**src/source/cobs_pkg.sv**
```systemverilog
// shared types, stream beat struct, state enums and FIFO constants of the COBS encoder
`default_nettype none

package cobs_pkg;

    // FIFO sizing, the depth is a power of two of the pointer width
    localparam int FIFO_DEPTH  = 256;
    localparam int FIFO_ADDR_W = 8;
    // longest run of data bytes that one code announces
    localparam int MAX_RUN     = 254;

    typedef logic [7:0] byte_t;
    // 0 is the delimiter, 1 a lone zero, 255 a full run
    typedef logic [7:0] code_t;
    typedef logic [7:0] run_count_t;

    typedef struct packed {
        byte_t data;
        logic  last;
        logic  user;
    } stream_beat_t;

    typedef enum logic [1:0] {
        seg_idle,
        seg_segment,
        seg_final_code,
        seg_delimiter
    } seg_state_e;

    typedef enum logic {
        merge_code,
        merge_data
    } merge_state_e;

endpackage

`default_nettype wire

```
**src/source/cobs_byte_fifo.sv**
```systemverilog
// synchronous stream beat FIFO with a registered head entry and valid/ready ports
`timescale 1ns/1ps
`default_nettype none

module cobs_byte_fifo (
    input  logic                   clk,
    input  logic                   rst,
    input  cobs_pkg::stream_beat_t in_beat,
    input  logic                   in_valid,
    output logic                   in_ready,
    output cobs_pkg::stream_beat_t out_beat,
    output logic                   out_valid,
    input  logic                   out_ready
);

    // pointers carry one extra wrap bit
    logic [cobs_pkg::FIFO_ADDR_W:0] wr_ptr;
    logic [cobs_pkg::FIFO_ADDR_W:0] rd_ptr;
    logic [cobs_pkg::FIFO_ADDR_W:0] fill;
    cobs_pkg::stream_beat_t         mem [cobs_pkg::FIFO_DEPTH];
    logic                           mem_empty;
    logic                           full;
    logic                           head_load;
    logic                           bypass;
    logic                           mem_wr;
    logic                           mem_rd;

    assign fill      = wr_ptr - rd_ptr;
    assign mem_empty = (wr_ptr == rd_ptr);
    assign full      = (wr_ptr[cobs_pkg::FIFO_ADDR_W] != rd_ptr[cobs_pkg::FIFO_ADDR_W])
                       && (wr_ptr[cobs_pkg::FIFO_ADDR_W-1:0] == rd_ptr[cobs_pkg::FIFO_ADDR_W-1:0]);
    assign in_ready  = !full;

    // head register refills when empty or popped
    assign head_load = !out_valid || out_ready;
    assign mem_rd    = head_load && !mem_empty;
    // with nothing stored, a write goes straight to the head register
    assign bypass    = head_load && mem_empty && in_valid;
    assign mem_wr    = in_valid && in_ready && !bypass;

    always_ff @(posedge clk) begin
        if (mem_wr) begin
            mem[wr_ptr[cobs_pkg::FIFO_ADDR_W-1:0]] <= in_beat;
        end
        if (mem_rd) begin
            out_beat <= mem[rd_ptr[cobs_pkg::FIFO_ADDR_W-1:0]];
        end else if (bypass) begin
            out_beat <= in_beat;
        end
    end

    always_ff @(posedge clk) begin
        if (rst) begin
            wr_ptr    <= '0;
            rd_ptr    <= '0;
            out_valid <= 1'b0;
        end else begin
            if (mem_wr) begin
                wr_ptr <= wr_ptr + 1'b1;
            end
            if (mem_rd) begin
                rd_ptr <= rd_ptr + 1'b1;
            end
            if (head_load) begin
                out_valid <= mem_rd || bypass;
            end
        end
    end

    // stored entries never pass the depth, so no write slipped in while full
    assert property (@(posedge clk) disable iff (rst)
        fill <= cobs_pkg::FIFO_DEPTH);

endmodule

`default_nettype wire

```
**config.mk**
```make
export PLATFORM = sky130hd
export DESIGN_NAME = cobs_byte_fifo
export DESIGN_NICKNAME = d
export VERILOG_FILES = /design/src/source/cobs_pkg.sv /design/src/source/cobs_byte_fifo.sv
export SDC_FILE = /design/constraint.sdc
export NUM_CORES = 2
export LEC_CHECK = 0
export ABC_AREA = 1
export BUFFER_PORTS_ARGS = -buffer_cell sky130_fd_sc_hd__clkbuf_2
export CAP_MARGIN = 0
export CORE_MARGIN = 2
export CORE_UTILIZATION = 50
export DETAILED_ROUTE_END_ITERATION = 8
export HOLD_SLACK_MARGIN = 0.03
export PLACE_DENSITY = 0.76
export REMOVE_ABC_BUFFERS = 1
export SLEW_MARGIN = 10
export SYNTH_ARGS = -nofsm -noshare
export SYNTH_HDL_FRONTEND = slang
export SYNTH_SLANG_ARGS = --single-unit
export TNS_END_PERCENT = 20
```
**constraint.sdc**
```tcl
create_clock -name clk -period 2.6 [get_ports clk]
set_input_delay 0.13 -clock clk [delete_from_list [all_inputs] [get_ports clk]]
set_output_delay 0.13 -clock clk [all_outputs]
set_load 0.005 [all_outputs]
```
# Word-level counts from Yosys, hierarchy flattened

Memories as Yosys holds them, arrays and structs flattened. A register that Yosys moved wholly into a read port is not among the register bits.
Cells that the tools add are included.
W data, S select, Z words.

Memory bits (writable): 2560
Word-level logic and storage cells: 31
Bits in registers: 29
Latch bits: 0
Memories kept: 1
Bits of input ports: 14
Output and inout bits: 12
Bits in read-only memories: 0

$add $sub $neg: 2
Reductions and logical operators: 13
Div/mod/pow operators: 0
Shift-type cells: 0
Multipliers: 0
Muxes and demuxes: 6
Order comparisons: 0
Bitwise logic cells: 0
Eq/ne operators: 3

Memory list:

| name | words | width | rd ports | clocked after memory_dff | write ports | RTL line             | RTL |
|---|---|---|---|---|---|---|---|
| mem  | 256   | 10    | 1        | 1                        | 1           | cobs_byte_fifo.sv:20 | `cobs_pkg::stream_beat_t mem [cobs_pkg::FIFO_DEPTH];` |

Operators by type and width:

| operator              | count |
|---|---|
| $mux W10              | 2 |
| $add A9 B1 Y9 const B | 2 |
| $mux W8               | 2 |
| $eq A9 B9 Y1          | 1 |
| $eq A8 B8 Y1          | 1 |
| $logic_and A1 B1 Y1   | 6 |
| $logic_not A1 Y1      | 4 |
| $logic_or A1 B1 Y1    | 2 |
| $mux W1               | 2 |
| $reduce_bool A2 Y1    | 1 |
| $ne A1 B1 Y1          | 1 |

# Logic depth before layout (Yosys ltp)

Depth after elaboration: 8
Depth in mapped cells: 14

# Worst setup path after synthesis

Ideal clock, no wire load.

Path kind: flip-flop to flip-flop
Start: register wr_ptr[3] (netlist name)
End: memory mem[191][0] (netlist name) (enable)
Cell stages (with the launch flop): 12
Period minus slack after synthesis: 2575 ps
Setup slack: 25 ps
Arrival: 2183 ps
Path through: dfxtp_1 > buf_6 > inv_6 > nand2_1 > nand4_1 > nor3_1 > and2_1 > o21ai_2 > nand2_4 > nor2_4 > nand2_2 > nor3b_1

Longest elaborated chain between the ends: 7
Elaborated cells on any way between the ends: 11
Classes of those cells: eq/ne: 2; mux: 2; reduce/logical: 7

Ends and longest elaborated chain:

| item                                                           | RTL line                                   | RTL |
|---|---|---|
| from (decl)                                                    | cobs_byte_fifo.sv:17                       | `logic [cobs_pkg::FIFO_ADDR_W:0] wr_ptr;` |
| from (signal assigned)                                         | cobs_byte_fifo.sv:59                       | `wr_ptr <= wr_ptr + 1'b1;` |
| $eq A9 B9 Y1 / $eq A8 B8 Y1 (equally long branches)            | cobs_byte_fifo.sv:29, cobs_byte_fifo.sv:31 |  |
| $logic_and A1 B1 Y1, on equally long branches                  | cobs_byte_fifo.sv:38, cobs_byte_fifo.sv:31 |  |
| $logic_and A1 B1 Y1 / $logic_not A1 Y1 (equally long branches) | cobs_byte_fifo.sv:38, cobs_byte_fifo.sv:32 |  |
| $logic_not A1 Y1 / $logic_and A1 B1 Y1 (equally long branches) | cobs_byte_fifo.sv:39                       | `assign mem_wr = in_valid && in_ready && !bypass;` |
| $logic_and A1 B1 Y1                                            | cobs_byte_fifo.sv:39                       |  |
| $mux W1                                                        | cobs_byte_fifo.sv:42                       | `if (mem_wr) begin` |
| $mux W1 (implied by the code)                                  | cobs_byte_fifo.sv:43                       | `mem[wr_ptr[cobs_pkg::FIFO_ADDR_W-1:0]] <= in_beat;` |
| to (decl)                                                      | cobs_byte_fifo.sv:20                       |  |

Several ways; a longest one is shown, not always the timed one.

==> impl_metrics.ini <==
[yosys]
synth-seq-area-share = 0.740
yosysTopAreaCell = sky130_fd_sc_hd__edfxtp_1
dominant_combinational_cell_family_by_area_after_synthesis = simple AND/OR/NAND/NOR gates
ys_seq_elements = 2597
mean_area_per_synthesized_cell_um2 = 12.0
synth_top_area_frac = 0.735
synth_top_cells_by_area = sky130_fd_sc_hd__edfxtp_1 (74%), sky130_fd_sc_hd__nand3_1 (12%), sky130_fd_sc_hd__nand2_1 (9.4%)
yosysWarnings = 0
synth.distinct_cells = 32
post_synth_mux_area_share = 0
synthXorXnorAreaFrac = 0.00100
postSynthCellCount = 8773
post_synth_and_or_nand_nor_area_fraction = 0.229
yosys.area_share.adder = 0.000596
syn-cell-area_um2 = 105000
synthesized_area_fraction_occupied_by_ao_oa_aoi_and_oai_cells = 0.00119

[detailed_routing]
detail-route-antenna-nets = 0
drt_iter0_markers = 12000
drcViolationCount = 0
routed-via-count = 74100
post_drt_wl_per_cell_um = 25.2
wirelength_um = 307000
viasPerCell = 6.08
number_of_detailed_routing_iterations_run_before_antenna_repair = 8

[finish]
post_layout_nonfiller_instances = 12200
final_cell_mix = sky130_fd_sc_hd__nand2_1 (2,637), sky130_fd_sc_hd__edfxtp_1 (2,570), sky130_fd_sc_hd__nand3_1 (2,437), sky130_fd_sc_hd__buf_4 (521), sky130_fd_sc_hd__clkbuf_16 (268)
flow.area_growth_from_synthesis_pct = 17.1
multi_input_area_um2 = 25000
layout.cells.most_common = sky130_fd_sc_hd__nand2_1
final_core_utilization = 0.588
fillCellCount = 15400
layout.area.seq_um2 = 77700
post_route_cells_drive_above_1_share = 0.134
nNetsFinal = 9194

[global_routing]
grt_first_pass_wirelength_um = 447000
gr-total-overflow = 0
grt_util_all_layers = 0.280
grt_antenna_before_repair = 11
grt_start_max_net_pins = 121
grt_pass1_vias = 71300

[timing]
final.min_clock_period_ns = 2.61
tightestPinTransition_ns = 1.01
fmax_ghz = 0.382
fin_hold_viols = 0
fin_ws_ns = -0.0144
slew_headroom = 0.327
finalCritPeriodShare = 1.01
timing.final.max_slew_violations = 0
setup_repair_after_global_routing_missed_its_margin = yes
final.setup_skew_ns = 0.0508
setup_viol_count_final = 3

[floorplan]
design.core.area_um2 = 209000
pin_count = 26
rows = 168
die_span_x_um = 462
floorplan.initialDensity = 0.502
design.die.area_um2 = 214000
floorplan.die.height_um = 462

[cts]
tritoncts = done
cts-buffers-inserted = 241
clock-sinks = 2597
cts-root-to-sink-buffers = 3
path_clk_slew_ns = 0.06
ctsRootBufferMaster = sky130_fd_sc_hd__clkbuf_16
clk-insertion-delay-late_ns = 0.91
h-tree-depth = 4

[setup_path]
start_kind = flip-flop
endpoint_kind = flip-flop
path_max_fanout = 9
rrSetupSlack_ns = -0.01
worstPathRequired_ns = 3.38
worst-endpoint-arrival_ns = 3.40
criticalPathCategory = reg -> reg

[power_and_ir_drop]
highest_ir_drop_seen_on_vdd_v = 0.000703
power_density_nw_per_um2 = 917
power_leakage_nw = 43.6

[placed_design]
detailedPlacementHpwl_um = 179000
numPortBuffers = 25
post-place-ws_ns = -0.383
place_inst = 11700
final_weighted_congestion_of_routability_driven_global_placement = 0.954

[hold_path]
class_of_the_worst_hold_path = in -> reg

[status]
status = finished, violations left
violated_checks = setup timing

[job]
drv_cap = 0
## metal layers
metal,up-vias,GRT usage,share of wire
met5,-,0,0.00022
met4,10,0.141,0.054
met3,884,0.0604,0.13
met2,5369,0.442,0.47
met1,35800,0.367,0.35
li1,32100,-,-
## power breakdown
part | total [W] | switching (W) | internal, W
Sequential | 0.0467 | 0.000353 | 0.0463
Combinational | 0.0313 | 0.0209 | 0.0104
Clock | 0.0347 | 0.0155 | 0.0192
## area by class of cell
| cell class | count | share of cell area |
|---|---|---|
| antenna | 4 | 0.0000815 |
| clock buffer | 306 | 0.0530 |
| clock inverter | 141 | 0.00998 |
| inverter | 36 | 0.00148 |
| multi-input combinational | 5537 | 0.204 |
| sequential | 2597 | 0.633 |
| tap | 2805 | 0.0286 |
| timing repair buffer | 762 | 0.0706 |
## synth_stat cells (all sizes together)
| cell type | count |
|---|---|
| o21ai | 9 |
| nand2 | 2640 |
| clkbuf | 170 |
| clkinv | 3 |
| a31oi | 1 |
| nor3 | 8 |
| a21oi | 14 |
| ha | 5 |
| buf | 433 |
| edfxtp | 2570 |
| xnor2 | 4 |
| xor2 | 8 |
| nor3b | 3 |
| nand3 | 2561 |
| nand4 | 14 |
| nor2 | 269 |
| dfxtp | 27 |
| and2 | 1 |
| inv | 33 |
## critical path: stages, from the launching register on
cell and delay (ns):
sky130_fd_sc_hd__dfxtp_4 0.44, sky130_fd_sc_hd__buf_12 0.19, sky130_fd_sc_hd__buf_16 0.21, sky130_fd_sc_hd__clkbuf_16 0.22
sky130_fd_sc_hd__nand2_1 0.07, sky130_fd_sc_hd__nand3_1 0.09, sky130_fd_sc_hd__nand3_1 0.10, sky130_fd_sc_hd__nand3_1 0.20
sky130_fd_sc_hd__nand3_2 0.17, sky130_fd_sc_hd__nand3_2 0.15, sky130_fd_sc_hd__nand3_1 0.18, sky130_fd_sc_hd__nand3_1 0.17
sky130_fd_sc_hd__buf_4 0.12, sky130_fd_sc_hd__nand3_1 0.07, sky130_fd_sc_hd__nand2_1 0.08
## cells by family (layout without fill, tap and decap cells)
| kind of cell | Yosys count | count (layout) |
|---|---|---|
| adder cells (fa/ha/maj) | 5 | 5 |
| other | 0 | 4 |
| buffers and inverters | 639 | 1245 |
| flip-flops | 2597 | 2597 |
| XOR/XNOR | 12 | 12 |
| AND/OR/NAND/NOR | 5496 | 5496 |
| AO/OA/AOI/OAI | 24 | 24 |
## final timing paths
path | to | cells after the start | from
worst max-delay path | out_beat[1] | 14 | flip-flop
worst min-delay path | mem[172][5] | 2 | in_beat[5]
worst max register to register | out_beat[1] | 14 | flip-flop
worst min register to register | wr_ptr[8] | 2 | wr_ptr[8]
## flip-flops by register name, indices dropped and copies added (netlist names), named ones only
signal	count
out_beat	10
out_valid	1
rd_ptr	9
wr_ptr	9
mem	2560
## repair_timing
| item | CTS | global route |
|---|---|---|
| setup buffers | 5 | 7 |
| gates resized for setup | 79 | 143 |
| setup endpoints to repair | 21 | 150 |
| endpoints found under the hold margin | 1980 | 0 |
| cloned | 14 | 22 |
| hold buffers | 14 | 0 |
| pin swaps | 0 | 8 |
## through the flow
stage | setup TNS, ns | cell area [um2] | total power, W | hold WS [ns]
final | -0.0248 | 123000 | 0.113 | 0.215
after global routing | -0.236 | 123000 | 0.116 | 0.221
after CTS | -0.0120 | 122000 | 0.110 | 0.172
after detailed placement | -2.45 | 113000 | 0.0746 | 0.484
after global placement | -2.42 | 113000 | 0.0741 | 0.475
after floorplan | -971.11 | 102000 | 0.0540 | 0.199
Power figures use the tool's default switching activity.
