<file path="config.mk">
export PLATFORM = sky130hd
export DESIGN_NAME = cobs_output_reg
export DESIGN_NICKNAME = d
export VERILOG_FILES = /design/src/source/cobs_pkg.sv /design/src/source/cobs_output_reg.sv
export SDC_FILE = /design/constraint.sdc
export NUM_CORES = 1
export LEC_CHECK = 0
export BUFFER_PORTS_ARGS = -buffer_cell sky130_fd_sc_hd__buf_4
export CAP_MARGIN = 20
export CORE_MARGIN = 5
export CORE_UTILIZATION = 30
export CTS_BUF_LIST = sky130_fd_sc_hd__clkbuf_16
export DETAILED_ROUTE_END_ITERATION = 8
export PLACE_DENSITY = 0.52
export SKIP_LAST_GASP = 1
export SLEW_MARGIN = 20
export SYNTH_ARGS = -nofsm -noshare
export SYNTH_HDL_FRONTEND = slang
export SYNTH_SLANG_ARGS = --single-unit
export TNS_END_PERCENT = 30
</file>
<file path="constraint.sdc">
create_clock -name clk -period 2 [get_ports clk]
set_input_delay 0.4 -clock clk [delete_from_list [all_inputs] [get_ports clk]]
set_output_delay 0.4 -clock clk [all_outputs]
set_load 0.01 [all_outputs]
</file>
<file path="src/source/cobs_pkg.sv">
// shared types, stream beat struct, state enums and FIFO constants of the COBS encoder
`default_nettype none

package cobs_pkg;

    // FIFO sizing, the depth is a power of two of the pointer width
    localparam int FIFO_DEPTH  = 256;
    localparam int FIFO_ADDR_W = 8;
    // longest run of data bytes that one code announces
    localparam int MAX_RUN     = 254;

    typedef logic [7:0] byte_t;
    // 0 is the delimiter, 1 a lone zero, 255 a full run
    typedef logic [7:0] code_t;
    typedef logic [7:0] run_count_t;

    typedef struct packed {
        byte_t data;
        logic  last;
        logic  user;
    } stream_beat_t;

    typedef enum logic [1:0] {
        seg_idle,
        seg_segment,
        seg_final_code,
        seg_delimiter
    } seg_state_e;

    typedef enum logic {
        merge_code,
        merge_data
    } merge_state_e;

endpackage

`default_nettype wire

</file>
<file path="src/source/cobs_output_reg.sv">
// two-entry skid register that drives the encoder output from registers
`timescale 1ns/1ps
`default_nettype none

module cobs_output_reg (
    input  logic                   clk,
    input  logic                   rst,
    input  cobs_pkg::stream_beat_t in_beat,
    input  logic                   in_valid,
    output logic                   in_ready,
    output cobs_pkg::stream_beat_t m_beat,
    output logic                   m_valid,
    input  logic                   m_ready
);

    cobs_pkg::stream_beat_t temp_beat;
    logic                   temp_valid;
    logic                   ready_early;

    // stay open if the sink drains or the temp slot cannot fill next cycle
    assign ready_early = m_ready || (!temp_valid && (!m_valid || !in_valid));

    always_ff @(posedge clk) begin
        if (in_ready) begin
            if (m_ready || !m_valid) begin
                m_beat <= in_beat;
            end else begin
                temp_beat <= in_beat;
            end
        end else if (m_ready) begin
            m_beat <= temp_beat;
        end
    end

    always_ff @(posedge clk) begin
        if (rst) begin
            m_valid    <= 1'b0;
            temp_valid <= 1'b0;
            in_ready   <= 1'b0;
        end else begin
            in_ready <= ready_early;
            if (in_ready) begin
                if (m_ready || !m_valid) begin
                    m_valid <= in_valid;
                end else begin
                    temp_valid <= in_valid;
                end
            end else if (m_ready) begin
                // drain the skid slot
                m_valid    <= temp_valid;
                temp_valid <= 1'b0;
            end
        end
    end

endmodule

`default_nettype wire

</file>
# Word level (Yosys, flattened, before mapping)
# Cells that the tools add are included.
# Widths: inputs -> output; s select.
[word_totals] ff_bits=23 in_bits=14 output_inout_bits=12
[op_classes] eq_ne=2 muxes=9 n_bitwise=1 n_reduce_logical=11
[ops] op="$mux 10" count=3
[ops] op="$mux 1" count=6
[ops] op="$reduce_and 2->1" count=3
[ops] op="$logic_not 1->1" count=3
[ops] op="$logic_or 1x1->1" count=3
[ops] op="$ne 2x1->1 const B" count=1
[ops] op="$ne 2x2->1 const B" count=1
[ops] op="$reduce_bool 2->1" count=1
[ops] op="$logic_and 1x1->1" count=1
[ops] op="$not 1->1" count=1

# Logic depth before layout (Yosys ltp)
# Gate-level depths: netlist of the first run.
[depth] ltp_word=4 ltp_mapped=4

# Worst setup path after synthesis of the first run
# Ideal clock, no wire load.
[synth_path] path_kind="register to register" start="register in_ready" end="register temp_beat[0] (netlist name), enable pin" setup_ns=0.377 arrival_ns=1.161 required_ns=1.623 path_slack_ns=0.463 stages_incl_launch_ff=5 n_path_buf=2 period_less_slack_ns=1.537 cell_sequence="dfxtp_1 > buf_6 > buf_8 > nand2_1 > nor2_1"
[synth_between] elab_chain_len=1
[synth_lines] element="start, declared" line="cobs_output_reg.sv:10" text="output logic in_ready,"
[synth_lines] element="start signal, assigned" line="cobs_output_reg.sv:41" text="in_ready <= ready_early;"
[synth_lines] element="$reduce_and 2->1 (no line)"
[synth_lines] element="end signal, assigned" line="cobs_output_reg.sv:28" text="temp_beat <= in_beat;"
[synth_lines] element="end, declared" line="cobs_output_reg.sv:16" text="cobs_pkg::stream_beat_t temp_beat;"
# Every way passes these cells.
# A chain may end at the register's enable or synchronous reset.

# Final worst setup path of the first run
[layout_path] start="register in_ready" end="output in_ready"
# No word-level cell between the ends.

==> results of run 1 <==
-- path summary, 6_finish.rpt --
kind	endpoint
max	in_ready
min	temp_beat[9]
max reg2reg	m_beat[1]
min reg2reg	temp_valid
-- cell families (layout without fill, tap and decap cells) --
kind of cell,Yosys count,after routing,share of synthesized area
and+or+nand+nor,9,9,0.0451
AOI/OAI and AO/OA,5,5,0.0561
DFF,23,23,0.722
muxes,10,10,0.144
buffers and inverters,3,33,0.0328
-- routing by layer --
layer  track usage  routed length, um
met1        0.0880                619
met2         0.115                745
met3        0.0256                 76
met4        0.0389                 10
met5             0                  0
-- stage by stage --
step	power (mW)	instance area, um2
floorplan	0.623	915
global placement	0.680	1140
detailed placement	0.681	1140
CTS	1.10	1220
global route	1.13	1220
finish	1.08	1220
-- state kept, by name, indices dropped and copies added, names as in the netlist --
register	cells
m_beat	10
temp_beat	10
in_ready	1
m_valid	1
temp_valid	1
-- synthesized netlist by cell type --
library cell and n:
nand2_1 2, a21oi_1 1, a31oi_1 1, edfxtp_1 20
buf_8 1, nor2b_1 2, mux2_4 5, nor2_1 4
dfxtp_1 3, a221oi_2 1, buf_6 1, a21o_2 1
or2_2 1, mux2_2 5, inv_1 1, o32ai_2 1
-- layout make-up --
class / instances / area share
Sequential cell: 23 / 0.542
Multi-Input combinational cell: 24 / 0.184
Timing Repair Buffer: 28 / 0.172
Clock buffer: 3 / 0.0615
Tap cell: 33 / 0.0338
Clock inverter: 1 / 0.00410
Inverter: 1 / 0.00308
-- report_power, final --
group	leakage, nW	switching [mW]	internal, mW
sequential	0.216	0.0122	0.549
combinational	0.226	0.0428	0.0643
clock	0.0409	0.148	0.268
total	0.483	0.203	0.881
==> qor.txt, run 1 <==
HP Class = in2reg
Cells after Synth = 50
Final hold slack = 333 ps
Flip-flop and latch count after synthesis = 23
Critical register-to-register path startpoint = in_ready
Cell Pwr Density = 889 nW/um2
Aggregate global-route resource usage = 0.0733
Final min period = 1500 ps
Diodes inserted = 0
Worst path slowest cell = dfxtp_1
Relative slew margins = 0.663
Core region area = 2980 um2
Die Footprint = 4250 um2
Total Negative Setup Slacks = 0 ps
Max Freq = 666 MHz
Largest fanout of any net on the critical path = 13
Port-buffer cells = 25
Result of the run = finished clean
Worst clock skew = 4.71 ps
Hold-fix buffers at CTS = 0
CP cell instances = buf_4
Die height = 65.2 um
Clock-pin slew reported for the worst setup and hold paths after clock tree synthesis = 60 ps
Leakage Power = 0.483 nW
Average footprint of a synthesized cell = 18.3 um2
Total number of clock tree sinks = 23
Cell types with the largest area share after synthesis = edfxtp_1 (66%), mux2_4 (8.2%), dfxtp_1 (6.6%)
Worst Setup Path Type = reg2out
R2r setup slk = 560 ps
Clock tree from TritonCTS = yes
Final net count = 95
Final number of setup-violating endpoints = 0
Largest incremental delay on the critical path = 630 ps
Transition time at the pin with the least slew margin = 504 ps
WL final = 1450 um
Mean routed wirelength per cell = 12.8 um
RSZ-0062 raised after global routing = no
Kind of capture point of the worst setup path = primary output
DIE WIDTH = 65.2 um
Insertion delay to the later sink of the worst-skew pair = 250 ps
Number of non-filler instances in the completed layout = 113
Fraction of layout instances using a drive strength above 1 = 0.575
Max Root-Sink Buffers = 2
Vias in the first global route = 505
Post-placement cell count = 109
Placement-stage worst setup slack = 591 ps
Most common cell after layout, fill and taps aside = buf_4
Number of instances on the worst hold path = 1
Final antenna-violating net count = 0
Number of distinct library cell variants in the gate-level netlist after synthesis = 16
Relative area change from synthesis to final layout = 33.4%
Clock root buffer = clkbuf_16
WP depth = 1
Syn nets = 64
Synthesized area = 915 um2
Yosys warning count = 0
Number of cell instances on the worst register-to-register path = 2
Total congestion overflow = 0
Crit start category = register
Crit path setup slack, layout = 498 ps
Cell type with the largest total area after synthesis = edfxtp_1
Launching instance or port of the critical path = in_ready
Util after Layout = 0.410
Count of final max-slew check failures = 0
Resized Gates After CTS = 0
Share of the synthesized area in the top cell type = 0.657
Via count = 503
Remaining design rule violation count = 0
Wire length of the first global-routing pass = 2280 um
Initial standard-cell utilization of the core = 0.307
Ratio of final minimum period to clock period = 0.751
FF/Latch Area = 661 um2
Required time reported for the critical path endpoint = 1600 ps
Top cell family by delay on the critical path = flip-flops
Number of endpoints with negative hold slack in the final report = 0
Last weighted congestion value of the routability-driven placer = 0.697
Router iterations before antenna repair = 4
Inserted Clock Buffers = 3
Number of antenna violations at the first check in global routing = 0
Maximum number of pins on one net before global-route repair = 14
Buffer count from post-CTS setup fixing = 0
Iteration-0 DRC Markers = 7
Sequential cell area fraction in the yosys report = 0.722
Number of placement rows = 20
Number of max-cap violations = 0
Commonest cells after routing, fill and taps aside = buf_4 (28), edfxtp_1 (20), mux2_4 (5), mux2_2 (5), nor2_1 (4)
CTS H-Tree Depth = 1
Count of filler cells inserted in the layout = 288
Number of buffers and inverters on the critical path = 1
Number of top-level pins = 26
Min-Delay Startpoint = in_beat[9]
Worst ir drop on vdd = 0.360 mV
Arrival time of data at the critical path endpoint = 1100 ps
Area of combinational cells with multiple inputs = 224 um2
Vias per inst = 4.45
No activity file was read; power rests on OpenSTA's default activity.
==> inputs of run 2 (changes only) <==
- clock period: 2 -> 1.5 ns (I/O delays scaled with it)
==> run 2 against run 1 <==
  * Combinational power grew 43%
  * Power rose by 33%
  * Final cell count unchanged
  * Core utilization is essentially flat
  * Via count is 2.2% higher
  * Wire length rose by 4.2%
  * Non-clock buffer count unchanged
  * Largest cell class unchanged
  * Register-to-register slack got worse by 200 ps
  * First-iteration DRC count decreased by 29%
  * Sequential share of layout area fell by 0.055 points
  * Critical endpoint unchanged
  * Largest power group unchanged
  * Critical path depth is 1 higher
==> qor.txt, run 2 (synthesis gave the netlist of run 1 again) <==
Number of placement rows = 20 (unchanged)
DIE WIDTH = 65.2 um (unchanged)
Router iterations before antenna repair = 4 (unchanged)
Last weighted congestion value of the routability-driven placer = 0.693 (-0.69%)
Relative area change from synthesis to final layout = 33.5%
Min-Delay Startpoint = in_beat[0]
CTS H-Tree Depth = 1 (unchanged)
Vias in the first global route = 508 (+0.59%)
Aggregate global-route resource usage = 0.0756 (+0.00221)
WL final = 1510 um (+4.2%)
Leakage Power = 0.484 nW (+0.12%)
Kind of capture point of the worst setup path = primary output
Ratio of final minimum period to clock period = 0.764
Final antenna-violating net count = 0 (unchanged)
Critical register-to-register path startpoint = in_ready
Core region area = 2980 um2 (unchanged)
Clock root buffer = clkbuf_16
Commonest cells after routing, fill and taps aside = buf_4 (28), edfxtp_1 (20), mux2_4 (5), mux2_2 (5)
Total Negative Setup Slacks = 0 ps (unchanged)
Final number of setup-violating endpoints = 0 (unchanged)
Terminus of the critical flop-to-flop path = m_beat[5]
Vias per inst = 4.55 (+2.2%)
Sink of the worst hold path = temp_beat[0]
Cell Pwr Density = 1180 nW/um2 (+33%)
Total congestion overflow = 0 (unchanged)
Clock-pin slew reported for the worst setup and hold paths after clock tree synthesis = 60 ps (about the same)
Diodes inserted = 0 (unchanged)
Number of max-cap violations = 0 (unchanged)
Hold-fix buffers at CTS = 0 (unchanged)
Worst ir drop on vdd = 0.590 mV (+64%)
Maximum number of pins on one net before global-route repair = 13 (-1)
Initial standard-cell utilization of the core = 0.307 (unchanged)
Result of the run = finished clean
Total number of clock tree sinks = 23 (unchanged)
Port-buffer cells = 25 (unchanged)
HP Class = in2reg
Final net count = 95 (unchanged)
Inserted Clock Buffers = 3 (unchanged)
R2r setup slk = 360 ps (-200 ps)
Total Power Consumption = 1.44 mW (+33%)
Number of endpoints with negative hold slack in the final report = 0 (unchanged)
Worst Setup Path Type = reg2out
Relative slew margins = 0.831 (+0.168)
Final min period = 1150 ps
Wire length of the first global-routing pass = 2400 um (+5.4%)
Largest fanout of any net on the critical path = 7 (-6)
Number of cell instances on the worst register-to-register path = 2 (unchanged)
Die Footprint = 4250 um2 (unchanged)
Clock tree from TritonCTS = yes
Max Root-Sink Buffers = 2 (unchanged)
Number of instances on the worst hold path = 1 (unchanged)
Worst clock skew = 2.52 ps (-2.19 ps)
Mean routed wirelength per cell = 13.4 um (+4.2%)
Fraction of layout instances using a drive strength above 1 = 0.575 (unchanged)
Via count = 514 (+2.2%)
Remaining design rule violation count = 0 (unchanged)
Crit start category = register
Number of top-level pins = 26 (unchanged)
RSZ-0062 raised after global routing = no
Largest registers in the final layout = m_beat x10, temp_beat x10
Launching instance or port of the critical path = in_ready
Insertion delay to the later sink of the worst-skew pair = 250 ps (about the same)
Die height = 65.2 um (unchanged)
HPWL Detailed = 1110 um
Number of antenna violations at the first check in global routing = 0 (unchanged)
Resized Gates After CTS = 0 (unchanged)
Buffer count from post-CTS setup fixing = 0 (unchanged)
Transition time at the pin with the least slew margin = 253 ps (-252 ps)
Iteration-0 DRC Markers = 5 (-2)
Count of final max-slew check failures = 0 (unchanged)
Required time reported for the critical path endpoint = 1200 ps (-400 ps)
Max Freq = 873 MHz
Most common cell after layout, fill and taps aside = buf_4
Arrival time of data at the critical path endpoint = 850 ps (-250 ps)
-- run 2: power breakdown --
group	switching, mW	leakage [nW]	internal, mW
clock	0.192	0.0423	0.355
combinational	0.0651	0.225	0.0874
sequential	0.0104	0.216	0.732
total	0.268	0.484	1.17
-- run 2: worst max-delay path, cell delays in order (launching register included) --
cell and delay [ps]:
dfxtp_1 300, buf_4 150, buf_4 140
-- run 2: area by class of cell --
class	count	area, um2
multi-input combinational	24	226
clock inverter	1	3.75
clock buffer	3	75.1
fill	287	1760
inverter	1	3.75
timing repair buffer	28	210
sequential	23	661
tap	33	41.3
-- run 2: per-layer routing --
layer / global-route usage / up-vias / wire length [um]
met3: 0.0239 / 0 / 93
met5: 0 / - / 0
met4: 0.0311 / 0 / 0
met2: 0.129 / 12 / 779
li1: - / 252 / -
met1: 0.0871 / 250 / 639
-- run 2: stage by stage --
stage	worst slack, ps	hold slack [ps]	cells	cell area (um2)	utilization
floorplan	132	372	50	917	-
global placement	383	488	109	1140	0.384
detailed placement	362	490	109	1140	0.384
CTS	343	231	113	1220	0.410
global route	303	230	113	1220	0.410
finish	354	236	113	1220	0.410
-- run 2: how the worst max path moves through the flow --
stage,endpoint,cells after the start
2_1_floorplan,temp_beat[0],4
3_3_place_gp,m_beat[6],2
3_5_place_dp,m_beat[9],2
4_1_cts,in_ready,2
5_1_grt,in_ready,2
6_report,in_ready,2
==> inputs of run 3 (changes only) <==
- clock period: 1.5 -> 1.09 ns (I/O delays scaled with it)
==> run 3 against run 2 <==
  * Core utilization is 2.6 points higher
  * First-iteration DRC count grew to 3.2 times the previous value
  * Worst setup slack lost 350 ps
  * Worst hold slack got worse by 88 ps
  * Flip-flop and latch count is the same
  * Sequential power rose by 37%
  * Combinational power increased by 53%
  * Largest power group unchanged
  * Clock skew grew 1.8 ps
  * Final area increased by 6.4%
  * Wire length grew 0.86%
  * Count of clock-buffer cells in the layout unchanged
  * Largest cell class unchanged
  * Sequential share of layout area shrank 2.7 points
==> qor.txt, run 3 (synthesis gave the netlist of run 1 again) <==
CTS H-Tree Depth = 1 (unchanged)
Hold-fix buffers at CTS = 0 (unchanged)
Number of max-cap violations = 0 (unchanged)
Total congestion overflow = 0 (unchanged)
Iteration-0 DRC Markers = 16 (+11)
Worst path slowest cell = dfxtp_4
Wire length of the first global-routing pass = 2500 um (+4.0%)
Diodes inserted = 0 (unchanged)
CP cell instances = buf_12, mux2_2
Initial standard-cell utilization of the core = 0.307 (unchanged)
Number of non-filler instances in the completed layout = 115 (+1.8%)
Total number of clock tree sinks = 23 (unchanged)
Met3 usage in global routing = 0.0171 (-0.00684)
Die height = 65.2 um (unchanged)
Final net count = 97 (+2.1%)
WL final = 1530 um (+0.86%)
Result of the run = finished clean
Worst ir drop on vdd = 0.611 mV (+3.6%)
Final min period = 1090 ps
Arrival time of data at the critical path endpoint = 1090 ps (+240 ps)
Clock root buffer = clkbuf_16
Kind of capture point of the worst setup path = register
RSZ-0062 raised after global routing = yes
Ratio of final minimum period to clock period = 0.997
Port-buffer cells = 25 (unchanged)
Final number of setup-violating endpoints = 0 (unchanged)
Maximum number of pins on one net before global-route repair = 14 (+1)
Most used routing layer in global routing = met2
Min-Delay Startpoint = rst
Area of combinational cells with multiple inputs = 239 um2 (+5.5%)
Number of endpoints with negative hold slack in the final report = 0 (unchanged)
Vias in the first global route = 522 (+2.8%)
Clock tree from TritonCTS = yes
Inserted Clock Buffers = 3 (unchanged)
DIE WIDTH = 65.2 um (unchanged)
Launching instance or port of the critical path = in_ready
FF/Latch Area = 668 um2 (+1.1%)
Commonest cells after routing, fill and taps aside = buf_4 (26), edfxtp_1 (20), mux2_4 (5), mux2_2 (5)
Top cell family by delay on the critical path = flip-flops
Aggregate global-route resource usage = 0.0781 (+0.00254)
Number of placement rows = 20 (unchanged)
Count of filler cells inserted in the layout = 282 (-1.7%)
Number of top-level pins = 26 (unchanged)
Vias per inst = 4.52 (-0.59%)
HPWL Detailed = 1110 um (about the same)
Max Freq = 920 MHz
Fraction of layout instances using a drive strength above 1 = 0.634 (+0.0591)
Crit start category = register
Worst clock skew = 4.29 ps (+1.78 ps)
Relative area change from synthesis to final layout = 42.0%
Final antenna-violating net count = 0 (unchanged)
Post-placement cell count = 111 (+1.8%)
Last weighted congestion value of the routability-driven placer = 0.676 (-2.4%)
Util after Layout = 0.436 (+0.0261)
GRT met1 Usage = 0.0914 (+0.00435)
Largest incremental delay on the critical path = 370 ps (+70 ps)
Router iterations before antenna repair = 4 (unchanged)
Count of final max-slew check failures = 0 (unchanged)
Number of buffers and inverters on the critical path = 1 (-1)
Core region area = 2980 um2 (unchanged)
Number of antenna violations at the first check in global routing = 0 (unchanged)
Die Footprint = 4250 um2 (unchanged)
Mean routed wirelength per cell = 13.3 um (-0.89%)
Worst Setup Path Type = reg2reg
Required time reported for the critical path endpoint = 1100 ps (-100 ps)
Critical register-to-register path startpoint = in_ready
Remaining design rule violation count = 0 (unchanged)
GR Layer Usage met2 = 0.130 (+0.00126)
Clock-pin slew reported for the worst setup and hold paths after clock tree synthesis = 60 ps (about the same)
Largest fanout of any net on the critical path = 10 (+3)
Largest registers in the final layout = m_beat x10, temp_beat x10
Cell Pwr Density = 1560 nW/um2 (+32%)
Insertion delay to the later sink of the worst-skew pair = 250 ps (about the same)
Leakage Power = 0.516 nW (+6.6%)
Transition time at the pin with the least slew margin = 256 ps (+3.28 ps)
Max Root-Sink Buffers = 2 (unchanged)
HP Class = in2reg
Via count = 520 (+1.2%)
Most common cell after layout, fill and taps aside = buf_4
Relative slew margins = 0.829 (-0.00218)
==> run 3: cell types whose count changed in the layout (fill, tap and decap cells not counted), moves of 2 or more <==
cell / change
buf_12: +3
buf_4: -2
dfxtp_1: -2
dfxtp_4: +2
==> run 3: power by group <==
group	switching (mW)	leakage, nW	internal (mW)
Combinational	0.0940	0.257	0.140
Sequential	0.0163	0.217	1.01
Clock	0.281	0.0409	0.492
==> run 3: path summary, 6_finish.rpt <==
check | endpoint | slack, ps | cells past startpoint
max reg2reg | m_beat[9] | 3 | 2
min reg2reg | temp_valid | 500 | 2
min | in_ready | 150 | 2
max | m_beat[9] | 3 | 2
==> run 3: worst reg2reg max path, delay by kind of cell, from the launching register on <==
kind	cells	cell delay, ps
buffers and inverters	1	140
multiplexers	1	330
flip-flops	1	370
==> run 3: layout make-up <==
class / instances / area share
repair buffers: 30 / 0.205
multi-input cells: 24 / 0.184
flip-flops and latches: 23 / 0.514
clock inverters: 1 / 0.00385
well taps: 33 / 0.0318
inverters: 1 / 0.00289
clock buffers: 3 / 0.0578
==> run 3: repair_timing <==
item / CTS / global route
resized for setup: 2 / 2
setup buffers: 0 / 1
pin swaps: 1 / 0
setup endpoints to repair: 16 / 15
==> run 3: through the flow <==
| step | area (um2) | setup TNS, ps | hold slack, ps | worst slack [ps] | total power, mW |
|---|---|---|---|---|---|
| after global placement | 1210 | -80.4 | 409 | -9.08 | 1.28 |
| after CTS | 1290 | -19.7 | 147 | -19.5 | 2.06 |
| final | 1300 | 0 | 148 | 3.27 | 2.03 |
| after floorplan | 931 | -2140 | 283 | -121 | 1.15 |
| after detailed placement | 1210 | -188 | 408 | -19.3 | 1.28 |
| after global routing | 1300 | -120 | 146 | -17.5 | 2.11 |
==> run 3: per-layer routing <==
layer | wire [um] | vias to the layer above
li1 | - | 256
met1 | 642 | 251
met2 | 825 | 13
met3 | 56 | 0
met4 | 0 | 0
met5 | 0 | -
