File: src/source/cobs_pkg.sv
// shared types, stream beat struct, state enums and FIFO constants of the COBS encoder
`default_nettype none

package cobs_pkg;

    // FIFO sizing, the depth is a power of two of the pointer width
    localparam int FIFO_DEPTH  = 256;
    localparam int FIFO_ADDR_W = 8;
    // longest run of data bytes that one code announces
    localparam int MAX_RUN     = 254;

    typedef logic [7:0] byte_t;
    // 0 is the delimiter, 1 a lone zero, 255 a full run
    typedef logic [7:0] code_t;
    typedef logic [7:0] run_count_t;

    typedef struct packed {
        byte_t data;
        logic  last;
        logic  user;
    } stream_beat_t;

    typedef enum logic [1:0] {
        seg_idle,
        seg_segment,
        seg_final_code,
        seg_delimiter
    } seg_state_e;

    typedef enum logic {
        merge_code,
        merge_data
    } merge_state_e;

endpackage

`default_nettype wire

File: src/source/cobs_merger.sv
// COBS merge stage that emits each code beat followed by the data beats it announces
`timescale 1ns/1ps
`default_nettype none

module cobs_merger (
    input  logic                   clk,
    input  logic                   rst,
    input  cobs_pkg::stream_beat_t code_beat,
    input  logic                   code_valid,
    output logic                   code_ready,
    input  cobs_pkg::stream_beat_t data_beat,
    input  logic                   data_valid,
    output logic                   data_ready,
    output cobs_pkg::stream_beat_t merged_beat,
    output logic                   merged_valid,
    input  logic                   merged_ready
);

    cobs_pkg::merge_state_e state;
    cobs_pkg::merge_state_e state_next;
    cobs_pkg::run_count_t   count;
    cobs_pkg::run_count_t   count_next;

    always_comb begin
        state_next   = state;
        count_next   = count;
        code_ready   = 1'b0;
        data_ready   = 1'b0;
        merged_beat  = code_beat;
        merged_valid = 1'b0;

        case (state)
            cobs_pkg::merge_code: begin
                // error mark only leaves the encoder on the closing beat
                merged_beat.user = code_beat.user && code_beat.last;
                merged_valid     = code_valid;
                code_ready       = merged_ready;
                if (code_valid && merged_ready && code_beat.data > 8'd1 && !code_beat.user) begin
                    count_next = code_beat.data - 8'd1;
                    state_next = cobs_pkg::merge_data;
                end
            end
            cobs_pkg::merge_data: begin
                merged_beat  = data_beat;
                merged_valid = data_valid;
                data_ready   = merged_ready;
                if (data_valid && merged_ready) begin
                    count_next = count - 8'd1;
                    if (count == 8'd1) begin
                        state_next = cobs_pkg::merge_code;
                    end
                end
            end
        endcase
    end

    always_ff @(posedge clk) begin
        if (rst) begin
            state <= cobs_pkg::merge_code;
            count <= '0;
        end else begin
            state <= state_next;
            count <= count_next;
        end
    end

    // a data run always has bytes left to send
    assert property (@(posedge clk) disable iff (rst)
        (state == cobs_pkg::merge_data) |-> (count != '0));

endmodule

`default_nettype wire

File: config.mk
export PLATFORM = sky130hd
export DESIGN_NAME = cobs_merger
export DESIGN_NICKNAME = d
export VERILOG_FILES = /design/src/source/cobs_pkg.sv /design/src/source/cobs_merger.sv
export SDC_FILE = /design/constraint.sdc
export NUM_CORES = 1
export LEC_CHECK = 0
export BUFFER_PORTS_ARGS = -buffer_cell sky130_fd_sc_hd__clkbuf_2
export CORE_MARGIN = 2
export CORE_UTILIZATION = 44
export DETAILED_ROUTE_END_ITERATION = 10
export GPL_TIMING_DRIVEN = 0
export PLACE_DENSITY = 0.78
export SYNTH_ARGS = -nofsm -noshare
export SYNTH_HDL_FRONTEND = slang
export SYNTH_SLANG_ARGS = --single-unit
File: constraint.sdc
create_clock -name clk -period 2.2 [get_ports clk]
set_clock_uncertainty 0.2 [all_clocks]
set_input_delay 0.44 -clock clk [delete_from_list [all_inputs] [get_ports clk]]
set_output_delay 0.44 -clock clk [all_outputs]
set_load 0.005 [all_outputs]
# Word-level counts from Yosys, hierarchy flattened
# Cells that the tools add are included.
word_totals:
  regBits: 9
  inputBits: 25
  out_inout_bits: 13
  word_cells: 28
op_classes:
  add_sub_neg: 2
  order_cmp: 1
  n_eq_ne: 3
  mux: 12
  bitwise: 1
  n_reduce_logical: 7
ops:
  columns: ["cell", "n"]
  rows:
  - ["2-to-1 mux 8 bit", 2]
  - ["one-hot mux 8 bit (2 select lines)", 1]
  - ["subtractor 8 x 1 -> 8 bit (second input constant)", 2]
  - ["2-to-1 mux 9 bit", 1]
  - ["== test 8 x 1 -> 1 bit (second input constant)", 1]
  - ["> comparator 8 x 1 -> 1 bit (second input constant)", 1]
  - ["one-hot mux 1 bit (2 select lines)", 3]
  - ["logical AND 1 bit", 5]
  - ["2-to-1 mux 1 bit", 5]
  - ["inequality test 2 x 1 -> 1 bit (second input constant)", 1]
  - ["inequality test 2 bit (second input constant)", 1]
  - ["AND reduction 2 bit", 1]
  - ["logical NOT 1 bit", 1]
  - ["NOT 1 bit", 1]

# Longest topological paths before layout
# Gate-level depths: netlist of the first run.
depth:
  word_depth: 5
  depth_mapped: 7
  ltp_nobuf: 6

# Worst setup path before layout of the first run
# Ideal clock, no wire load.
synth_timing:
  kind: "in2reg"
  from: "input code_beat[4] in the netlist's numbering"
  to: "register count[6]"
  setup_time_ps: 88
  arrival_ps: 1829
  required_ps: 1912
  setup_slack_ps: 83
  path_stages: 6
  n_path_buf: 2
  path_cell_list: "or4_1 -> buf_2 -> o41ai_4 -> buf_6 -> a22oi_2 -> o32ai_2"
synth_via:
  elab_chain_cells: 5
  elab_cells_between_ends: 8
  classes_between: "1 x add/sub; 1 x order compare; 1 x eq/ne; 2 x mux; 3 x reduce/logical"
synth_rtl:
  columns: ["item", "line", "text"]
  rows:
  - ["start, declared", "cobs_merger.sv:8", "input cobs_pkg::stream_beat_t code_beat,"]
  - ["> comparator 8 x 1 -> 1 bit", "cobs_merger.sv:38", "if (code_valid && merged_ready && code_beat.data > 8'd1 && !code_beat.user) begin"]
  - ["logical AND 1 bit (2 in a row)", "cobs_merger.sv:38", null]
  - ["inequality test 2 bit (no source line)", null, null]
  - ["AND reduction 2 bit (no source line)", null, null]
  - ["end signal, assigned", "cobs_merger.sv:63", "count <= count_next;"]
  - ["end, declared", "cobs_merger.sv:21", "cobs_pkg::run_count_t count;"]
# Parallel ways exist; a longest one is shown, timed or not. The select of a mux whose other input is x is not followed.
# A chain may end at the register's enable or synchronous reset.

# Worst setup path in the final report of the first run
# Same ends and word-level chain as after synthesis.

==> flow_metrics.tcl, run 1 <==
set metrics [dict create \
    coreArea_sq_mm 0.00202 \
    worstHoldStart "count[5]$_SDFFE_PP0P_" \
    portBuffers 37 \
    drt_iter0_drc 27 \
    cts.clk_slew.worst_paths_ns 0.06 \
    cts.sinks 9 \
    synth.distinct_cells 44 \
    drive_gt1_share_pct 39.0 \
    rsz0062_at_grt "no" \
    whs_path_depth 2 \
    root_buffer "clkbuf_4" \
    vias_per_cell 5.54 \
    synth_warnings 0 \
    hold_end "count[5]$_SDFFE_PP0P_" \
    grt.overflow.total 0 \
    synthFlopType "dfxtp_1" \
    htreeDepth 1 \
    ys_ff_latch 9 \
    track_usage_pct 22.1 \
    first_pass_iters 4 \
    start_util_pct 47.9 \
    clk_latency_ns 0.26 \
    maxSlewViolCount 0 \
    drv_cap 0 \
    gr-usage-met2_pct 36.1 \
    grt_pass1_vias 939 \
    wl_per_cell_microns 13.3 \
    grt_max_degree 12 \
    power_mw 0.501 \
    die-width_microns 50.9 \
    critPathRequiredTime_ns 2.17 \
    postRouteAntennaNets 0 \
    period_needed_ns 2.11 \
    max_slew_margin_pct 41.5 \
    timing.rr.end "count[5]$_SDFFE_PP0P_" \
    cts_made_buffers 3 \
    powerDensity_mw_per_mm2 412 \
    startpoint_type "primary input" \
    timing.hold.ws_ns 0.295 \
    clock.fmax_ghz 0.474 \
    holdCritPathClass "reg2reg" \
    syn_area_per_cell_sq_um 8.14 \
    crit_arrival_ns 2.08 \
    use_met1_pct 30.0 \
    syn_to_final_growth_pct 25.6 \
    critical_path_class "in2reg" \
    final-hold-violation-count 0 \
    netlist_area_sq_um 968 \
    tightest_slew_ns 0.869 \
    vias 1031 \
    diodes 0 \
    path_max_fanout 10 \
    grt_first_pass_wirelength_microns 4420 \
    status "finished clean" \
    reg2reg_slack_ns 0.19 \
    top_usage_layer "met2" \
    totalWireLength_microns 2470 \
    cts_setup_buffers 0 \
    synth_edf_count 0 \
    synthArstFlopShare_pct 0 \
    irDropWorstVdd_uv 372 \
    synth_seq_area_share_pct 18.6 \
    r2r-start "count[0]$_SDFFE_PP0P_" \
    setup-violations-final 0 \
    antenna_found_initial 0 \
    period_share_pct 95.9 \
    dieArea_sq_mm 0.00259 \
    fin_nets 189 \
    io_pins 38 \
    die_height_microns 50.9 \
    finalWeightedCongestion 0.829 \
    cts_tree "built" \
    grt_use_met3_pct 6.14 \
    reg2regPathDepth 4 \
    endpoint_kind "flop" \
    syn_nets 148 \
    postCtsHoldBufs 0 \
    clockBufferDepth 2 \
    drc 0 \
    netlist_instances 119 \
    rows 16 \
    leakagePower_nw 0.518 \
    post-dp-hpwl_microns 2030 \
]
-- per-layer routing --
metal	up-vias	part of all wire (%)
met5	-	0
met3	0	4.0
met2	22	49
li1	522	-
met4	0	0
met1	487	47
-- cell usage in the layout (no fill, tap or decap), types with 2 or more instances in the layout --
cell type / Yosys / routed
nand2_1: 10 / 10
clkbuf_2: 0 / 39
clkbuf_4: 0 / 3
a221o_1: 2 / 2
ha_1: 4 / 4
nor3b_1: 3 / 3
a21o_1: 2 / 2
o32ai_1: 2 / 2
mux2_2: 7 / 7
dfxtp_1: 9 / 8
o21ai_0: 3 / 3
clkbuf_1: 4 / 2
nor2_1: 5 / 5
inv_1: 9 / 9
a21oi_1: 6 / 6
nor2b_1: 3 / 3
nor3_1: 8 / 8
xor2_1: 2 / 2
mux2i_1: 3 / 3
nand2b_1: 5 / 5
o22ai_1: 2 / 2
o21ai_1: 2 / 2
o32ai_2: 2 / 2
nor4_1: 3 / 3
-- report_power, final --
part | switching [mW] | total, mW | internal (mW)
Clock | 0.0564 | 0.126 | 0.0698
Sequential | 0.0108 | 0.183 | 0.172
Combinational | 0.100 | 0.191 | 0.0911
Total | 0.167 | 0.501 | 0.333
-- cell usage after synthesis, types with 3 or more instances --
| library cell | number | area (sq um) |
|---|---|---|
| dfxtp_1 | 9 | 180 |
| inv_1 | 9 | 33.8 |
| clkbuf_1 | 4 | 15.0 |
| nor2b_1 | 3 | 18.8 |
| nor2_1 | 5 | 18.8 |
| a21oi_1 | 6 | 30.0 |
| nor4_1 | 3 | 18.8 |
| mux2_2 | 7 | 78.8 |
| nor3_1 | 8 | 40.0 |
| o21ai_0 | 3 | 15.0 |
| nand2_1 | 10 | 37.5 |
| ha_1 | 4 | 50.1 |
| nor3b_1 | 3 | 22.5 |
| mux2i_1 | 3 | 30.0 |
| nand2b_1 | 5 | 31.3 |
-- worst max path at each step --
stage / slack [ns] / depth (start not counted) / end / from
finish: 0.09 / 7 / count[6]$_SDFFE_PP0P_ / code_beat[4]
floorplan: 0.08 / 6 / count[6]$_SDFFE_PP0P_ / code_beat[4]
CTS: 0.001 / 3 / merged_beat[4] / state$_SDFF_PP0_
detailed placement: -0.16 / 7 / count[6]$_SDFFE_PP0P_ / code_beat[4]
global placement: -0.14 / 7 / count[3]$_SDFFE_PP0P_ / code_beat[4]
global route: 0.002 / 7 / count[6]$_SDFFE_PP0P_ / code_beat[4]
-- critical path, cell delays in order --
cell,delay (ns)
clkbuf_2,0.14
or4_1,0.52
buf_2,0.17
o41ai_4,0.33
buf_6,0.20
a22oi_2,0.09
o32ai_2,0.19
-- cell type report --
type                    instances  area, sq um
plain buffers                   6         37.5
flip-flops and latches          9          181
repair buffers                 37          185
inverters                       9         33.8
multi-input cells              94          718
well taps                      27         33.8
clock buffers                   4         26.3
fillers                       211          806
-- cells by family (layout without fill, tap and decap cells) --
group,after synthesis,count (layout),share of synthesized area [%]
and+or+nand+nor,43,43,24.3
AOI/OAI and AO/OA,34,34,30.7
buffers and inverters,16,56,7.23
muxes,10,10,11.2
DFF,9,9,18.6
adders and majority gates,4,4,5.17
xor gates and xnor gates,3,3,2.71
-- stage by stage --
stage               instance area, sq um  utilization, %  worst slack, ns  TNS, ns  std cells
global placement                    1190            58.7           -0.144    -1.02        183
finish                              1220            60.1           0.0912        0        186
CTS                                 1210            60.0          0.00115        0        186
floorplan                            968               -           0.0831        0        119
detailed placement                  1190            58.7           -0.155    -1.08        183
global route                        1220            60.1          0.00194        0        186
-- state kept, by name (all words and copies together), names as in the netlist --
register	cells
count	8
state	1
-- what timing repair did --
item | 4_1_cts | 5_1_grt
gates cloned | 0 | 0
setup endpoints to repair | 12 | 12
gates resized for setup | 1 | 5
No activity file was read; power rests on OpenSTA's default activity.
==> inputs of run 2 (changes only) <==
Settings changed: RECOVER_POWER from default to 100.
==> run 2 against run 1 <==
- clock power hardly changed
- utilization is 0.31 points lower
- die area stayed put
- final cell count stayed put
- register-to-register slack hardly changed
- wire length is 0.28% lower
- non-clock buffer count stayed put
- worst setup slack better by 0.0049 ns
- sequential cell count stayed put
- sequential power hardly changed
- global-route usage stayed put
- design area is 0.51% lower
- critical path type unchanged
==> flow_metrics.tcl, run 2 (synthesis results as in run 1) <==
set metrics [dict create \
    status "finished clean" \
    postRouteAntennaNets 0 \
    placedCellCount 183 \
    coreArea_sq_mm 0.00202 \
    die_height_microns 50.9 \
    design_area_sq_mm 0.00121 \
    wl_per_cell_microns 13.2 \
    final_cell_mix "clkbuf_2, nand2_1, inv_1" \
    tightest_slew_ns 0.855 \
    period_needed_ns 2.10 \
    clk_latency_ns 0.26 \
    irDropWorstVdd_uv 372 \
    track_usage_pct 22.1 \
    critical_path_class "in2reg" \
    startpoint_type "primary input" \
    diodes 0 \
    pre_cts_slack_ns -0.155 \
    placed_area_sq_mm 0.00119 \
    totalWireLength_microns 2460 \
    post-dp-hpwl_microns 2030 \
    vias 1033 \
    cts_made_buffers 3 \
    drc 0 \
    reg2regPathDepth 4 \
    setup-violations-final 0 \
    tns_ns 0 \
    power_mw 0.499 \
    drt_iter0_drc 26 \
    reg.largest.list "count x8, state x1" \
    grt_max_degree 12 \
    endpoint_kind "flop" \
    leakagePower_nw 0.502 \
    final_cell_count_no_fill 186 \
    final_core_util_pct 59.8 \
    crit_arrival_ns 2.07 \
    timing.hold.ws_ns 0.295 \
    worstPathCellList "clkbuf_2, or4_1, buf_2, o41ai_4, buf_6, a22oi_2, o32ai_2" \
    grt_pass1_vias 939 \
    final-hold-violation-count 0 \
    crit_slowest_cell "or4_1" \
    io_pins 38 \
    cts_tree "built" \
    die-width_microns 50.9 \
    final_common_cell "clkbuf_2" \
    path_max_fanout 10 \
    largest_register "count" \
    maxSlewViolCount 0 \
    rows 16 \
    antenna_found_initial 0 \
    clockBufferDepth 2 \
    clock.fmax_ghz 0.475 \
    rsz0062_at_grt "no" \
    period_share_pct 95.6 \
    grt_first_pass_wirelength_microns 4420 \
    drive_gt1_share_pct 35.8 \
    whs_path_depth 2 \
    drv_cap 0 \
    grt.overflow.total 0 \
    portBuffers 37 \
    holdCritPathClass "reg2reg" \
    largest_reg_flops 8 \
    cts.sinks 9 \
    max_slew_margin_pct 42.4 \
    start_util_pct 47.9 \
    setup_ws_ns 0.0962 \
    cts.clk_slew.worst_paths_ns 0.06 \
    vias_per_cell 5.55 \
    critPathRequiredTime_ns 2.17 \
    root_buffer "clkbuf_4" \
    finalWeightedCongestion 0.829 \
    syn_to_final_growth_pct 24.9 \
    htreeDepth 1 \
    fin_nets 189 \
    dieArea_sq_mm 0.00259 \
    first_pass_iters 4 \
    powerDensity_mw_per_mm2 412 \
    cpPeakStageDelay_ns 0.52 \
]
[run 2: cell types whose count changed in the layout (fill, tap and decap cells not counted), sizes merged]
cell	delta
buf	-1
clkbuf	+1
[run 2: final timing paths]
| check | slack (ns) | to | from |
|---|---|---|---|
| worst max-delay path | 0.1 | count[6]$_SDFFE_PP0P_ | code_beat[4] |
| worst min-delay path | 0.30 | count[5]$_SDFFE_PP0P_ | count[5]$_SDFFE_PP0P_ |
| worst max register to register | 0.20 | count[5]$_SDFFE_PP0P_ | count[0]$_SDFFE_PP0P_ |
| worst min register to register | 0.30 | count[5]$_SDFFE_PP0P_ | count[5]$_SDFFE_PP0P_ |
[run 2: power by group]
group	internal (mW)	leakage, nW	switching [mW]
clock	0.0698	0.0150	0.0563
combinational	0.0891	0.414	0.100
sequential	0.172	0.0737	0.0108
total	0.331	0.502	0.167
[run 2: repair_timing]
| item | in CTS | in global routing |
|---|---|---|
| endpoints found under the hold margin | 0 | 0 |
| setup buffers | 0 | 0 |
| endpoints found under the setup margin | 12 | 12 |
| gates resized for setup | 1 | 5 |
| hold buffers | 0 | 0 |
[run 2: final cells by class]
cell class	count	area, sq um
fillers	212	812
repair buffers	37	179
well taps	27	33.8
flip-flops and latches	9	181
inverters	9	33.8
multi-input cells	94	718
clock buffers	4	26.3
plain buffers	6	37.5
[run 2: critical path, delay by kind of cell]
| kind | cells | cell delay, ns |
|---|---|---|
| AO/OA/AOI/OAI | 3 | 0.61 |
| AND/OR/NAND/NOR | 1 | 0.52 |
| buffers and inverters | 3 | 0.50 |
[run 2: metal layers]
| metal | GRT usage, % | wire, microns | vias to the layer above |
|---|---|---|---|
| met4 | 1.35 | 0 | 0 |
| met1 | 30.0 | 1140 | 486 |
| met3 | 6.14 | 117 | 0 |
| met2 | 36.1 | 1200 | 25 |
| met5 | 0 | 0 | - |
| li1 | - | - | 522 |
==> inputs of run 3 (changes only) <==
Settings changed: ABC_AREA from default to 1, BUFFER_PORTS_ARGS -buffer_cell sky130_fd_sc_hd__clkbuf_2 to -buffer_cell sky130_fd_sc_hd__buf_2, PLACE_DENSITY 0.78 to 0.79.
==> run 3 against run 2 <==
- register-to-register slack better by 0.26 ns
- first-iteration DRC count is 12% higher
- maximum frequency grew 4.5%
- critical path type is now reg2out
- largest power group is now sequential cells
- highest routed layer is now met4
==> flow_metrics.tcl, run 3 <==
set metrics [dict create \
    status "finished clean" \
    htreeDepth 1 \
    endpoint_kind "output pin" \
    cts_resized 0 \
    drt_iter0_drc 29 \
    grt_max_degree 11 \
    r2r-start "state$_SDFF_PP0_" \
    synthFlopType "dfxtp_1" \
    totalWireLength_microns 2390 \
    dieArea_sq_mm 0.00246 \
    synth_seq_area_share_pct 19.7 \
    netlist_area_sq_um 915 \
    wl_per_cell_microns 10.4 \
    cp_common_cell "buf_2" \
    die_height_microns 49.6 \
    netlist_instances 161 \
    synthTopCellsByArea "dfxtp_1, nand2_1, inv_1, o21ai_1, nand3_1" \
    vias_per_cell 4.95 \
    first_pass_iters 4 \
    fin_nets 232 \
    grt_first_pass_wirelength_microns 4400 \
    die-width_microns 49.6 \
    period_needed_ns 2.01 \
    drv_cap 0 \
    clock.fmax_ghz 0.497 \
    maxSlewViolCount 0 \
    reg2regPathDepth 8 \
    cts_tree "built" \
    path_max_fanout 10 \
    final_common_cell "nand2_1" \
    powerDensity_mw_per_mm2 433 \
    power_mw 0.491 \
    cpPeakStageDelay_ns 0.36 \
    io_pins 38 \
    post-dp-hpwl_microns 2010 \
    cts_setup_buffers 0 \
    start_util_pct 46.6 \
    synthArstFlopShare_pct 0 \
    postCtsHoldBufs 0 \
    root_buffer "clkbuf_4" \
    portBuffers 37 \
    crit_arrival_ns 1.37 \
    syn_area_per_cell_sq_um 5.68 \
    final-hold-violation-count 0 \
    syn_to_final_growth_pct 23.9 \
    diodes 0 \
    cts_made_buffers 3 \
    critPathRequiredTime_ns 1.56 \
    synth_warnings 0 \
    tightest_slew_ns 0.428 \
    yosysMostFrequentCell "nand2_1" \
    grt_pass1_vias 1127 \
    synth_edf_count 0 \
    synth_top_area_share_pct 19.7 \
    antenna_found_initial 0 \
    synth_top_cells_by_count "nand2_1, inv_1, nor2_1, o21ai_1, nand3_1" \
    clk_latency_ns 0.26 \
    vias 1133 \
    track_usage_pct 22.3 \
    holdCritPathClass "in2reg" \
    postRouteAntennaNets 0 \
    reg2reg_slack_ns 0.46 \
    syn_nets 190 \
    period_share_pct 91.5 \
    grt.overflow.total 0 \
    cts.clk_slew.worst_paths_ns 0.06 \
    setup-violations-final 0 \
    coreArea_sq_mm 0.00196 \
    tns_ns 0 \
    max_slew_margin_pct 71.5 \
    final_cell_mix "nand2_1, buf_2, inv_1" \
    endpoint "merged_beat[4]" \
    ys_ff_latch 9 \
    pre_cts_slack_ns 0.307 \
    clockBufferDepth 2 \
    irDropWorstVdd_uv 360 \
    worstHoldStart "rst" \
    crit_start "state$_SDFF_PP0_" \
    final_core_util_pct 57.8 \
    rows 16 \
    largest_register "count" \
    reg.largest.list "count x8, state x1" \
    cts.sinks 9 \
    critical_path_class "reg2out" \
    placed_area_sq_mm 0.00113 \
    worstPathCellList "buf_2, buf_2, nand2_1, o21ai_1, buf_2" \
    drc 0 \
    startpoint_type "flop" \
    design_area_sq_mm 0.00113 \
    drive_gt1_share_pct 24.3 \
    timing.rr.end "count[1]$_SDFFE_PP0P_" \
    largest_reg_flops 8 \
    leakagePower_nw 0.583 \
    finalWeightedCongestion 0.832 \
    rsz0062_at_grt "no" \
    synth.distinct_cells 24 \
    synth.largest_area_cell "dfxtp_1" \
    crit_slowest_cell "dfxtp_1" \
    setup_ws_ns 0.187 \
]
==> run 3: changes by cell type after synthesis, sizes merged, moves of 4 or more <==
cell    change
a21oi       +6
nand2b      -5
mux2        -7
nand3      +13
nor2       +16
o21ai      +18
nor3        -6
nand2      +29
inv        +15
o32ai       -4
==> run 3: cell families (layout without fill, tap and decap cells) <==
family	Yosys count	count (layout)	synth area share, %
AO/OA/AOI/OAI	36	36	21.2
flip-flops	9	9	19.7
buffers and inverters	32	73	14.4
XOR/XNOR	1	1	0.958
adder cells (fa/ha/maj)	4	4	5.47
AND/OR/NAND/NOR	79	79	38.3
==> run 3: worst min path at each step <==
stage / endpoint / slack [ns] / depth (start not counted)
global placement: count[1]$_SDFFE_PP0P_ / 0.27 / 2
floorplan: count[1]$_SDFFE_PP0P_ / 0.26 / 2
finish: count[7]$_SDFFE_PP0P_ / 0.22 / 2
detailed placement: count[1]$_SDFFE_PP0P_ / 0.30 / 2
global route: count[1]$_SDFFE_PP0P_ / 0.20 / 2
CTS: count[7]$_SDFFE_PP0P_ / 0.20 / 2
==> run 3: worst max-delay path: cells and delay by family, from the launching register on <==
| family | cells | cell delay [ns] |
|---|---|---|
| AOI/OAI and AO/OA | 1 | 0.07 |
| buffers and inverters | 3 | 0.60 |
| and+or+nand+nor | 1 | 0.08 |
| DFF | 1 | 0.36 |
==> run 3: area by class of cell <==
class	instances	area [sq um]
plain buffers	5	21.3
clock buffers	4	26.3
fillers	234	828
inverters	27	101
multi-input cells	120	592
flip-flops and latches	9	180
well taps	27	33.8
repair buffers	37	179
==> run 3: through the flow <==
| stage | instances | hold WS, ns |
|---|---|---|
| 2_1_floorplan | 161 | 0.255 |
| 3_3_place_gp | 225 | 0.275 |
| 3_5_place_dp | 225 | 0.304 |
| 4_1_cts | 229 | 0.202 |
| 5_1_grt | 229 | 0.204 |
| 6_report | 229 | 0.217 |
==> run 3: power by group <==
part	switching [mW]	total (mW)	internal [mW]
registers	0.0105	0.184	0.173
logic	0.107	0.180	0.0730
clock network	0.0575	0.127	0.0699
total	0.175	0.491	0.316
==> run 3: layer usage <==
layer | vias to the layer above | global-route usage [%] | share of wire [%]
li1 | 599 | - | -
met5 | - | 0 | 0
met4 | 0 | 5.09 | 1.4
met3 | 8 | 6.06 | 6.4
met1 | 488 | 24.8 | 43
met2 | 38 | 41.6 | 49
